--- src/verilog/group_defs.svh ---
`ifndef GROUP_DEFS_SVH
`define GROUP_DEFS_SVH

// Initiators and banks, one bank per initiator
`define GROUP_NUM_PORTS 4

// Words per bank
`define GROUP_NUM_ROWS 16

`define GROUP_DATA_W 32

// Low bits pick the bank, high bits the row
`define GROUP_ADDR_W 6

`endif

--- src/verilog/group_pkg.sv ---
`include "group_defs.svh"

package group_pkg;

  typedef logic [$clog2(`GROUP_NUM_PORTS)-1:0] ini_id_t;
  typedef logic [$clog2(`GROUP_NUM_PORTS)-1:0] bank_sel_t;
  typedef logic [$clog2(`GROUP_NUM_ROWS)-1:0]  row_t;
  typedef logic [`GROUP_ADDR_W-1:0]            tgt_addr_t;
  typedef logic [`GROUP_DATA_W-1:0]            data_t;
  typedef logic [`GROUP_DATA_W/8-1:0]          strb_t;

  // Request as issued by an initiator
  typedef struct packed {
    tgt_addr_t tgt_addr;
    logic      wen;
    data_t     wdata;
    strb_t     be;
  } tcdm_req_t;

  typedef struct packed {
    data_t rdata;
  } tcdm_resp_t;

  // Request after address split
  typedef struct packed {
    bank_sel_t bank;
    row_t      row;
    logic      wen;
    data_t     wdata;
    strb_t     be;
  } bank_req_t;

  // One bank result, tagged with its initiator
  typedef struct packed {
    logic    valid;
    ini_id_t ini;
    data_t   rdata;
  } bank_resp_t;

endpackage

--- src/verilog/group_bank_exec.sv ---
`timescale 1ns/1ps
`include "group_defs.svh"

module group_bank_exec
  import group_pkg::*;
(
  input  logic                               clk_i,
  input  logic                               rst_i,
  input  logic       [`GROUP_NUM_PORTS-1:0]  pending_i,
  input  bank_req_t  [`GROUP_NUM_PORTS-1:0]  bank_req_i,
  input  logic       [`GROUP_NUM_PORTS-1:0]  accept_i,
  output logic       [`GROUP_NUM_PORTS-1:0]  grant_o,
  output bank_resp_t [`GROUP_NUM_PORTS-1:0]  bank_resp_o
);

  // Eligibility, indexed [bank][initiator]
  logic [`GROUP_NUM_PORTS-1:0][`GROUP_NUM_PORTS-1:0] elig;

  logic      [`GROUP_NUM_PORTS-1:0] bank_gnt;
  ini_id_t   [`GROUP_NUM_PORTS-1:0] win;
  bank_req_t [`GROUP_NUM_PORTS-1:0] win_req;
  ini_id_t   [`GROUP_NUM_PORTS-1:0] rr_q;

  logic    [`GROUP_NUM_PORTS-1:0] resp_valid_q;
  ini_id_t [`GROUP_NUM_PORTS-1:0] resp_ini_q;
  data_t   [`GROUP_NUM_PORTS-1:0] resp_rdata_q;

  data_t mem [`GROUP_NUM_PORTS][`GROUP_NUM_ROWS];

  always_comb begin
    for (int b = 0; b < `GROUP_NUM_PORTS; b++) begin
      for (int i = 0; i < `GROUP_NUM_PORTS; i++) begin
        elig[b][i] = pending_i[i] & accept_i[i] & (bank_req_i[i].bank == bank_sel_t'(b));
      end
    end
  end

  // Round-robin search starting at each bank's pointer
  always_comb begin
    ini_id_t idx;
    for (int b = 0; b < `GROUP_NUM_PORTS; b++) begin
      bank_gnt[b] = 1'b0;
      win[b]      = rr_q[b];
      for (int k = 0; k < `GROUP_NUM_PORTS; k++) begin
        idx = ini_id_t'((int'(rr_q[b]) + k) % `GROUP_NUM_PORTS);
        if (!bank_gnt[b] && elig[b][idx]) begin
          bank_gnt[b] = 1'b1;
          win[b]      = idx;
        end
      end
      win_req[b] = bank_req_i[win[b]];
    end
  end

  // Each initiator targets one bank, so at most one bank grants it
  always_comb begin
    grant_o = '0;
    for (int b = 0; b < `GROUP_NUM_PORTS; b++) begin
      if (bank_gnt[b]) begin
        grant_o[win[b]] = 1'b1;
      end
    end
  end

  always_ff @(posedge clk_i) begin
    if (rst_i) begin
      rr_q         <= '0;
      resp_valid_q <= '0;
    end else begin
      resp_valid_q <= bank_gnt;
      for (int b = 0; b < `GROUP_NUM_PORTS; b++) begin
        if (bank_gnt[b]) begin
          rr_q[b] <= ini_id_t'((int'(win[b]) + 1) % `GROUP_NUM_PORTS);
        end
      end
    end
  end

  // Bank access, byte-wise writes and registered reads
  always_ff @(posedge clk_i) begin
    for (int b = 0; b < `GROUP_NUM_PORTS; b++) begin
      if (bank_gnt[b]) begin
        resp_ini_q[b] <= win[b];
        if (win_req[b].wen) begin
          resp_rdata_q[b] <= '0;
          for (int j = 0; j < `GROUP_DATA_W/8; j++) begin
            if (win_req[b].be[j]) begin
              mem[b][win_req[b].row][8*j +: 8] <= win_req[b].wdata[8*j +: 8];
            end
          end
        end else begin
          resp_rdata_q[b] <= mem[b][win_req[b].row];
        end
      end
    end
  end

  always_comb begin
    for (int b = 0; b < `GROUP_NUM_PORTS; b++) begin
      bank_resp_o[b].valid = resp_valid_q[b];
      bank_resp_o[b].ini   = resp_ini_q[b];
      bank_resp_o[b].rdata = resp_rdata_q[b];
    end
  end

endmodule

--- src/verilog/group_interco.sv ---
`timescale 1ns/1ps
`include "group_defs.svh"

module group_interco
  import group_pkg::*;
(
  input  logic                               clk_i,
  input  logic                               rst_i,
  input  logic       [`GROUP_NUM_PORTS-1:0]  req_valid_i,
  output logic       [`GROUP_NUM_PORTS-1:0]  req_ready_o,
  input  tcdm_req_t  [`GROUP_NUM_PORTS-1:0]  req_i,
  output logic       [`GROUP_NUM_PORTS-1:0]  resp_valid_o,
  input  logic       [`GROUP_NUM_PORTS-1:0]  resp_ready_i,
  output tcdm_resp_t [`GROUP_NUM_PORTS-1:0]  resp_o
);

  logic       [`GROUP_NUM_PORTS-1:0] pending;
  bank_req_t  [`GROUP_NUM_PORTS-1:0] bank_req;
  logic       [`GROUP_NUM_PORTS-1:0] grant;
  logic       [`GROUP_NUM_PORTS-1:0] accept;
  bank_resp_t [`GROUP_NUM_PORTS-1:0] bank_resp;

  // Request path
  group_req_decode u_decode (
    .clk_i       (clk_i      ),
    .rst_i       (rst_i      ),
    .req_valid_i (req_valid_i),
    .req_i       (req_i      ),
    .req_ready_o (req_ready_o),
    .grant_i     (grant      ),
    .pending_o   (pending    ),
    .bank_req_o  (bank_req   )
  );

  group_bank_exec u_exec (
    .clk_i       (clk_i    ),
    .rst_i       (rst_i    ),
    .pending_i   (pending  ),
    .bank_req_i  (bank_req ),
    .accept_i    (accept   ),
    .grant_o     (grant    ),
    .bank_resp_o (bank_resp)
  );

  // Response path
  group_resp_route u_route (
    .clk_i        (clk_i       ),
    .rst_i        (rst_i       ),
    .bank_resp_i  (bank_resp   ),
    .resp_ready_i (resp_ready_i),
    .accept_o     (accept      ),
    .resp_valid_o (resp_valid_o),
    .resp_o       (resp_o      )
  );

endmodule

--- src/verilog/group_req_decode.sv ---
`timescale 1ns/1ps
`include "group_defs.svh"

module group_req_decode
  import group_pkg::*;
(
  input  logic                              clk_i,
  input  logic                              rst_i,
  input  logic      [`GROUP_NUM_PORTS-1:0]  req_valid_i,
  input  tcdm_req_t [`GROUP_NUM_PORTS-1:0]  req_i,
  output logic      [`GROUP_NUM_PORTS-1:0]  req_ready_o,
  input  logic      [`GROUP_NUM_PORTS-1:0]  grant_i,
  output logic      [`GROUP_NUM_PORTS-1:0]  pending_o,
  output bank_req_t [`GROUP_NUM_PORTS-1:0]  bank_req_o
);

  logic      [`GROUP_NUM_PORTS-1:0] slot_valid_q;
  logic      [`GROUP_NUM_PORTS-1:0] load;
  bank_req_t [`GROUP_NUM_PORTS-1:0] slot_q;
  bank_req_t [`GROUP_NUM_PORTS-1:0] req_dec;

  // Slot frees up in the same cycle it is granted
  assign req_ready_o = ~slot_valid_q | grant_i;
  assign load        = req_valid_i & req_ready_o;

  always_comb begin
    for (int p = 0; p < `GROUP_NUM_PORTS; p++) begin
      req_dec[p].bank  = req_i[p].tgt_addr[$bits(bank_sel_t)-1:0];
      req_dec[p].row   = req_i[p].tgt_addr[`GROUP_ADDR_W-1 -: $bits(row_t)];
      req_dec[p].wen   = req_i[p].wen;
      req_dec[p].wdata = req_i[p].wdata;
      req_dec[p].be    = req_i[p].be;
    end
  end

  always_ff @(posedge clk_i) begin
    if (rst_i) begin
      slot_valid_q <= '0;
    end else begin
      slot_valid_q <= load | (slot_valid_q & ~grant_i);
    end
  end

  always_ff @(posedge clk_i) begin
    for (int p = 0; p < `GROUP_NUM_PORTS; p++) begin
      if (load[p]) begin
        slot_q[p] <= req_dec[p];
      end
    end
  end

  assign pending_o  = slot_valid_q;
  assign bank_req_o = slot_q;

endmodule

--- src/verilog/group_resp_route.sv ---
`timescale 1ns/1ps
`include "group_defs.svh"

module group_resp_route
  import group_pkg::*;
(
  input  logic                               clk_i,
  input  logic                               rst_i,
  input  bank_resp_t [`GROUP_NUM_PORTS-1:0]  bank_resp_i,
  input  logic       [`GROUP_NUM_PORTS-1:0]  resp_ready_i,
  output logic       [`GROUP_NUM_PORTS-1:0]  accept_o,
  output logic       [`GROUP_NUM_PORTS-1:0]  resp_valid_o,
  output tcdm_resp_t [`GROUP_NUM_PORTS-1:0]  resp_o
);

  logic  [`GROUP_NUM_PORTS-1:0] hit;
  data_t [`GROUP_NUM_PORTS-1:0] hit_data;
  logic  [`GROUP_NUM_PORTS-1:0] resp_valid_q;
  data_t [`GROUP_NUM_PORTS-1:0] resp_data_q;

  // Steer by initiator tag, at most one bank per initiator
  always_comb begin
    for (int p = 0; p < `GROUP_NUM_PORTS; p++) begin
      hit[p]      = 1'b0;
      hit_data[p] = '0;
      for (int b = 0; b < `GROUP_NUM_PORTS; b++) begin
        if (bank_resp_i[b].valid && bank_resp_i[b].ini == ini_id_t'(p)) begin
          hit[p]      = 1'b1;
          hit_data[p] = bank_resp_i[b].rdata;
        end
      end
    end
  end

  // A bank response always finds its register free when it lands
  assign accept_o = (~resp_valid_q | resp_ready_i) & ~hit;

  always_ff @(posedge clk_i) begin
    if (rst_i) begin
      resp_valid_q <= '0;
    end else begin
      resp_valid_q <= hit | (resp_valid_q & ~resp_ready_i);
    end
  end

  always_ff @(posedge clk_i) begin
    for (int p = 0; p < `GROUP_NUM_PORTS; p++) begin
      if (hit[p]) begin
        resp_data_q[p] <= hit_data[p];
      end
    end
  end

  assign resp_valid_o = resp_valid_q;

  always_comb begin
    for (int p = 0; p < `GROUP_NUM_PORTS; p++) begin
      resp_o[p].rdata = resp_data_q[p];
    end
  end

endmodule
--- config.mk ---
export PLATFORM = sky130hd
export DESIGN_NAME = group_interco
export DESIGN_NICKNAME = d
export VERILOG_FILES = /design/src/verilog/group_pkg.sv /design/src/verilog/group_bank_exec.sv /design/src/verilog/group_interco.sv /design/src/verilog/group_req_decode.sv /design/src/verilog/group_resp_route.sv
export VERILOG_INCLUDE_DIRS = /design/src /design/src/verilog
export SDC_FILE = /design/constraint.sdc
export NUM_CORES = 2
export LEC_CHECK = 0
export ABC_AREA = 1
export BUFFER_PORTS_ARGS = -buffer_cell sky130_fd_sc_hd__buf_2
export CAP_MARGIN = 20
export CORE_MARGIN = 2
export CORE_UTILIZATION = 40
export DETAILED_ROUTE_END_ITERATION = 10
export PLACE_DENSITY = 0.51
export SYNTH_ARGS = -nofsm -noshare
export SYNTH_HDL_FRONTEND = slang
export SYNTH_HIERARCHICAL = 1
export SYNTH_SLANG_ARGS = --single-unit
--- constraint.sdc ---
create_clock -name clk_i -period 10.56 [get_ports clk_i]
set_input_delay 0 -clock clk_i [delete_from_list [all_inputs] [get_ports clk_i]]
set_output_delay 0 -clock clk_i [all_outputs]
set_load 0.05 [all_outputs]
Yosys cells after proc, flatten, opt, wreduce, memory -nomap -nowiden
Memories as Yosys holds them, arrays and structs flattened. Cells that the tools add are included.

Bits in registers: 456. Latch bits: 0. Memory bits (writable): 2048. Memory bits (read-only): 0. Bits of input ports: 182. Output and inout port bits: 136. Word-level logic and storage cells: 12716. Memories: 1.

Memory list: u_exec.mem (words 4, bits a word 512, read ports 4, clocked after memory_dff 0, write ports 4, RTL line group_bank_exec.sv:28) `` data_t mem [`GROUP_NUM_PORTS][`GROUP_NUM_ROWS]; ``.

Add/subtract/negate cells: 16. $mul: 0. Div/mod/pow operators: 0. Magnitude comparators: 32. Equal/unequal tests: 24. Shift-type cells: 0. Mux-type cells: 6364. Bitwise operators: 6184. Reduce and logical (&&, ||, !) cells: 56.

Operators by type and width (number): $mux W512 (16); $mux W1 (6244); $or A1 B1 Y1 (6144); $demux W32 S4 (16); $mux W32 (28); $bmux W32 S4 (4); $bmux W43 S2 (4); $mux W41 (4); $mux W24 (4); $mux W16 (4); $lt A2 B3 Y1 const B (20); $logic_and A1 B1 Y1 (36); $bmux W1 S2 (16); $eq A2 B2 Y1 const B (16); $mux W8 (4); $or A4 B4 Y4 (7); $mux W2 (12); $and A1 B1 Y1 (20); $ge A5 B5 Y1 const B (4); $lt A5 B1 Y1 const B (4); $not A4 Y4 (5); $not A4 Y5 (4); $add A2 B1 Y2 const B (8); $add A2 B2 Y2 const B (8); 7 further kinds (44).

Depth between registers and ports, before layout
Depth in word-level cells: 36. Gate-level depth with buffers: 33. Gate-level depth less buffers: 29.

By module
The synthesis kept the hierarchy.

By module, submodules not included: group_bank_exec (times used 1, cells each 9994, area an instance 98507.0 um2); group_resp_route (times used 1, cells each 1497, area an instance 9937.0 um2); group_req_decode (times used 1, cells each 196, area an instance 5343.9 um2).

Worst setup path after synthesis
OpenSTA, ideal clock, no wires.

Path type: register to register. Start point: register u_exec.resp_ini_q, in the netlist u_exec/bank_resp_o[68]. End point: register u_decode.slot_q, in the netlist u_decode/bank_req_o[129] (enable). Library setup time: 0.458 ns. Data arrival time: 6.017 ns. Data required time: 10.102 ns. Setup slack: 4.086 ns. Cell stages (with the launch flop): 25. Buffers on the path: 4. Cell sequence: edfxtp_1 buf_2 nand3_2 nand2_1 inv_1 nand2_1 a21oi_1 nand2_1 inv_1 nand3_1 nand3_1 nand2_1 nand3_1 nand2_1 nand2_1 nand2_2 inv_2 clkbuf_1 buf_2 buf_1 ha_1 nand2_1 o2111ai_1 inv_1 a21oi_1.

RTL lines: start, declared (RTL line group_bank_exec.sv:25) `` ini_id_t [`GROUP_NUM_PORTS-1:0] resp_ini_q; ``; start signal, assigned by index (RTL line group_bank_exec.sv:83) `resp_ini_q[b] <= win[b];`; end signal, assigned by index (RTL line group_req_decode.sv:47) `slot_q[p] <= req_dec[p];`; end, declared (RTL line group_req_decode.sv:19) `` bank_req_t [`GROUP_NUM_PORTS-1:0] slot_q; ``.

==> results by group <==
Yosys
  • Netlist area before placement: 114000 µm²
  • EDFF count, synth: 2484
  • Post-synth top flop: edfxtp_1
  • Synth warn: 6
  • Post-synthesis async set-or-reset flop share: 0%
  • Syn Area/Cell: 9.74 µm²
  • Simple-Gate Fraction of Synth Area: 26.4%
  • Synth cell types: 45
  • Yosys reg bits: between 2000 and 3000
  • Combinational family with the most area after synthesis: simple AND/OR/NAND/NOR gates
  • Adder-Cell Fraction of Synth Area: 0.132%
  • Synth area leaders: edfxtp_1, nand2_1, nand3_1
  • Seq/Total Area, Yosys: 65.9%
  • XOR/XNOR Fraction of Synth Area: less than 1%
  • Yosys top cell by area: edfxtp_1
  • Syn Nets: 11881
  • Syn Inst Count: 11687
  • Synth Area in Compound Gates: 3.38%
  • Synth top area share: 65.6%
  • Multiplexer area fraction after synthesis: 0%

CTS
  • H-tree levels: 5
  • Clock tree from TritonCTS: yes
  • Worst-path clk slew: 0.06 ns
  • CTS max path bufs: 4
  • Clock latency on the worst-skew pair: 0.91 ns
  • Clk sinks: 2504
  • CTS Buf Count: 283
  • CTS Root Cell: clkbuf_16
  • CTS resizes: 0

Critical path
  • Worst path slowest cell: a21oi_1
  • Critical-path cell list: nand3_2 > buf_4 > nand2_1 > inv_1 > nand2_2 > a21oi_1 > nand2_1 > nor2_1 > nand2_1 > nand3_1 > nand2_1 > nand2_1 > nand2_1 > nand2_1 > nand2_1 > nand2_4 > clkinv_2 > nand2_1 > nand3_1 > nand2_4 > inv_4 > nor2_2 > nand2_1 > nor2_1
  • Critical path launch point type: flip-flop
  • Worst-path maximum fanout: about 80
  • Critical Path AT: roughly 9.1 ns
  • Crit-path max cell delay: 0.84 ns
  • CP most frequent cell: nand2_1
  • Critical path capture point type: flip-flop
  • Critical path required time: 11.06 ns
  • Crit Path Category: reg -> reg
  • Worst Path Buf+Inv: 4
  • Worst R2R Setup Slack: roughly 2 ns
  • Cell family with most CP delay: simple AND/OR/NAND/NOR gates

GRT
  • GRT Resource Usage Total: 28.0%
  • Vias in the first global route: 83294
  • Grt ovf: 0
  • Largest net degree at the start of global routing: 202
  • First-pass GRT wire length: 591 mm
  • Number of antenna violations at the first check in global routing: 17

Die
  • Die X-Extent: about 540 µm
  • Die Area: roughly 290000 µm²
  • I/O Pins: 318
  • Die height: between 500 and 600 µm
  • Core Rows: 195
  • Total core area: 283000 µm²
  • Initial Util: 40.3%

STA
  • Post-layout minimum cycle time: 8.56 ns
  • # setup viols final: 0
  • Max Slew Vio Count: 0
  • Final setup skew: 0.0514 ns
  • Peak Freq: ~120 MHz
  • Fin worst setup slack: roughly 2 ns
  • Max_slew headroom: 18.5%
  • Tcrit/Tclk final: 81.0%
  • RSZ-0062 raised after global routing: no
  • Worst slew pin tran: 1.22 ns
  • Setup TNS: 0 ns
  • Hold Vio Cnt, Final: 0

Outcome
  • Outcome: complete, no violations

Routing
  • Router iterations before antenna repair: 6
  • Vias per inst: around 5.5
  • Vias after detailed routing: about 88000
  • WL final: 412 mm
  • DRC: 0
  • Avg WL per Cell: 25.6 µm
  • Detail Route Antenna Nets: 0
  • Drt initial violations: 10860

Layout
  • # fillers: between 20000 and 30000
  • Layout cell share with drive strength beyond 1: 8.74%
  • Most common cell after layout, fill and taps aside: nand2_1
  • Area growth, synth to finish: 15.6%
  • Commonest non-fill, non-tap cells in the layout: nand2_1, edfxtp_1, nand3_1
  • Fin nets: roughly 12000
  • Area of the multi-input gates: 34500 µm²
  • Finished Layout Cells: around 16000
  • Register Area: 75000 µm²

Place
  • Gp weighted congestion: around 0.94
  • DP Cell Count: 15220
  • Port Buffer Count: between 300 and 400
  • Post-Place Setup Slack: 2.04 ns
  • DPL Wire Length: 269 mm

Flow run
  • Maximum Capacitance Violations: 0

Worst hold path
  • Path type of the worst min-delay path: in -> reg
timing repair:
action | CTS | global route
hold buffers | 366 | 0
setup buffers | 0 | 0
setup endpoints to repair | 0 | 0
hold endpoints to repair | 254 | 0
metrics by stage:
step	hold slack [ns]	util [%]	area [µm²]
2_1_floorplan	0.0624	-	114000
3_3_place_gp	0.176	42.0	119000
3_5_place_dp	0.178	42.0	119000
4_1_cts	0.0185	46.5	131000
5_1_grt	0.0519	46.5	132000
6_report	0.0658	46.5	132000
cell families after synthesis:
| group | after synthesis |
|---|---|
| buf+inv | 1045 |
| fa+ha+maj | 12 |
| simple gates | 7449 |
| compound gates | 670 |
| xor+xnor | 7 |
| flops | 2504 |
state kept, by name, indices dropped and copies added, names as in the netlist:
| name | cells |
|---|---|
| u_decode/bank_req_o | 172 |
| u_decode/pending_o | 4 |
| u_exec/bank_resp_o | 136 |
| u_exec/mem | 2048 |
| u_exec/resp_valid_q | 4 |
| u_exec/rr_q | 8 |
| u_route/resp_o | 128 |
| u_route/resp_valid_o | 4 |
worst reg2reg max path, delay by kind of cell (launching register included):
family	cells	cell delay [ns]
and+or+nand+nor	19	4.78
buffers and inverters	4	2.06
AOI/OAI and AO/OA	1	0.84
DFF	1	0.50
Yosys cell counts, types with 4 or more instances:
cell      instances
inv_1           267
nor2_4            6
buf_1            79
a21oi_1         369
buf_2           402
dfxtp_1          20
a22oi_1         144
ha_1             12
o21ai_0          89
nand3_2           9
nand2_2          26
edfxtp_1       2484
buf_6             5
nor2_1          767
clkbuf_1        214
buf_4            42
nor2_2           17
o21ai_1          23
o22ai_1          14
nand2_1        5221
o21ai_2           6
a211oi_1          6
nand4_1          98
inv_2            31
nand3_1        1294
a21oi_2           4
final cells by class:
cell class              instances  share of cell area (%)
clock inverters               174                    1.25
flip-flops and latches       2504                    57.0
clock buffers                 339                    5.64
well taps                    3743                    3.56
multi-input cells            8138                    26.3
diodes                          8                  0.0152
inverters                     303                   0.874
repair buffers                903                    5.37
layer usage:
| metal | vias to the layer above | GRT usage [%] | share of wire, % |
|---|---|---|---|
| li1 | 40188 | - | - |
| met1 | 42938 | 38.6 | 42 |
| met2 | 4181 | 43.8 | 45 |
| met3 | 736 | 4.88 | 8.7 |
| met4 | 6 | 11.1 | 4.4 |
| met5 | - | 0 | 0.0083 |
final timing paths:
kind	end	from	depth (start not counted)
hold / removal	u_decode/bank_req_o[116]$_DFFE_PP_	req_i[116]	2
setup reg to reg	u_exec/mem[3][85]$_DFFE_PP_	u_exec/bank_resp_o[67]$_DFFE_PN_	24
hold reg to reg	u_exec/rr_q[3]$_SDFFE_PP0N_	u_exec/rr_q[3]$_SDFFE_PP0N_	2
setup / recovery	u_exec/mem[3][85]$_DFFE_PP_	u_exec/bank_resp_o[67]$_DFFE_PN_	24
Power is not shown: default switching activity piles up to over one toggle a cycle in this logic, so the estimate is an artifact.
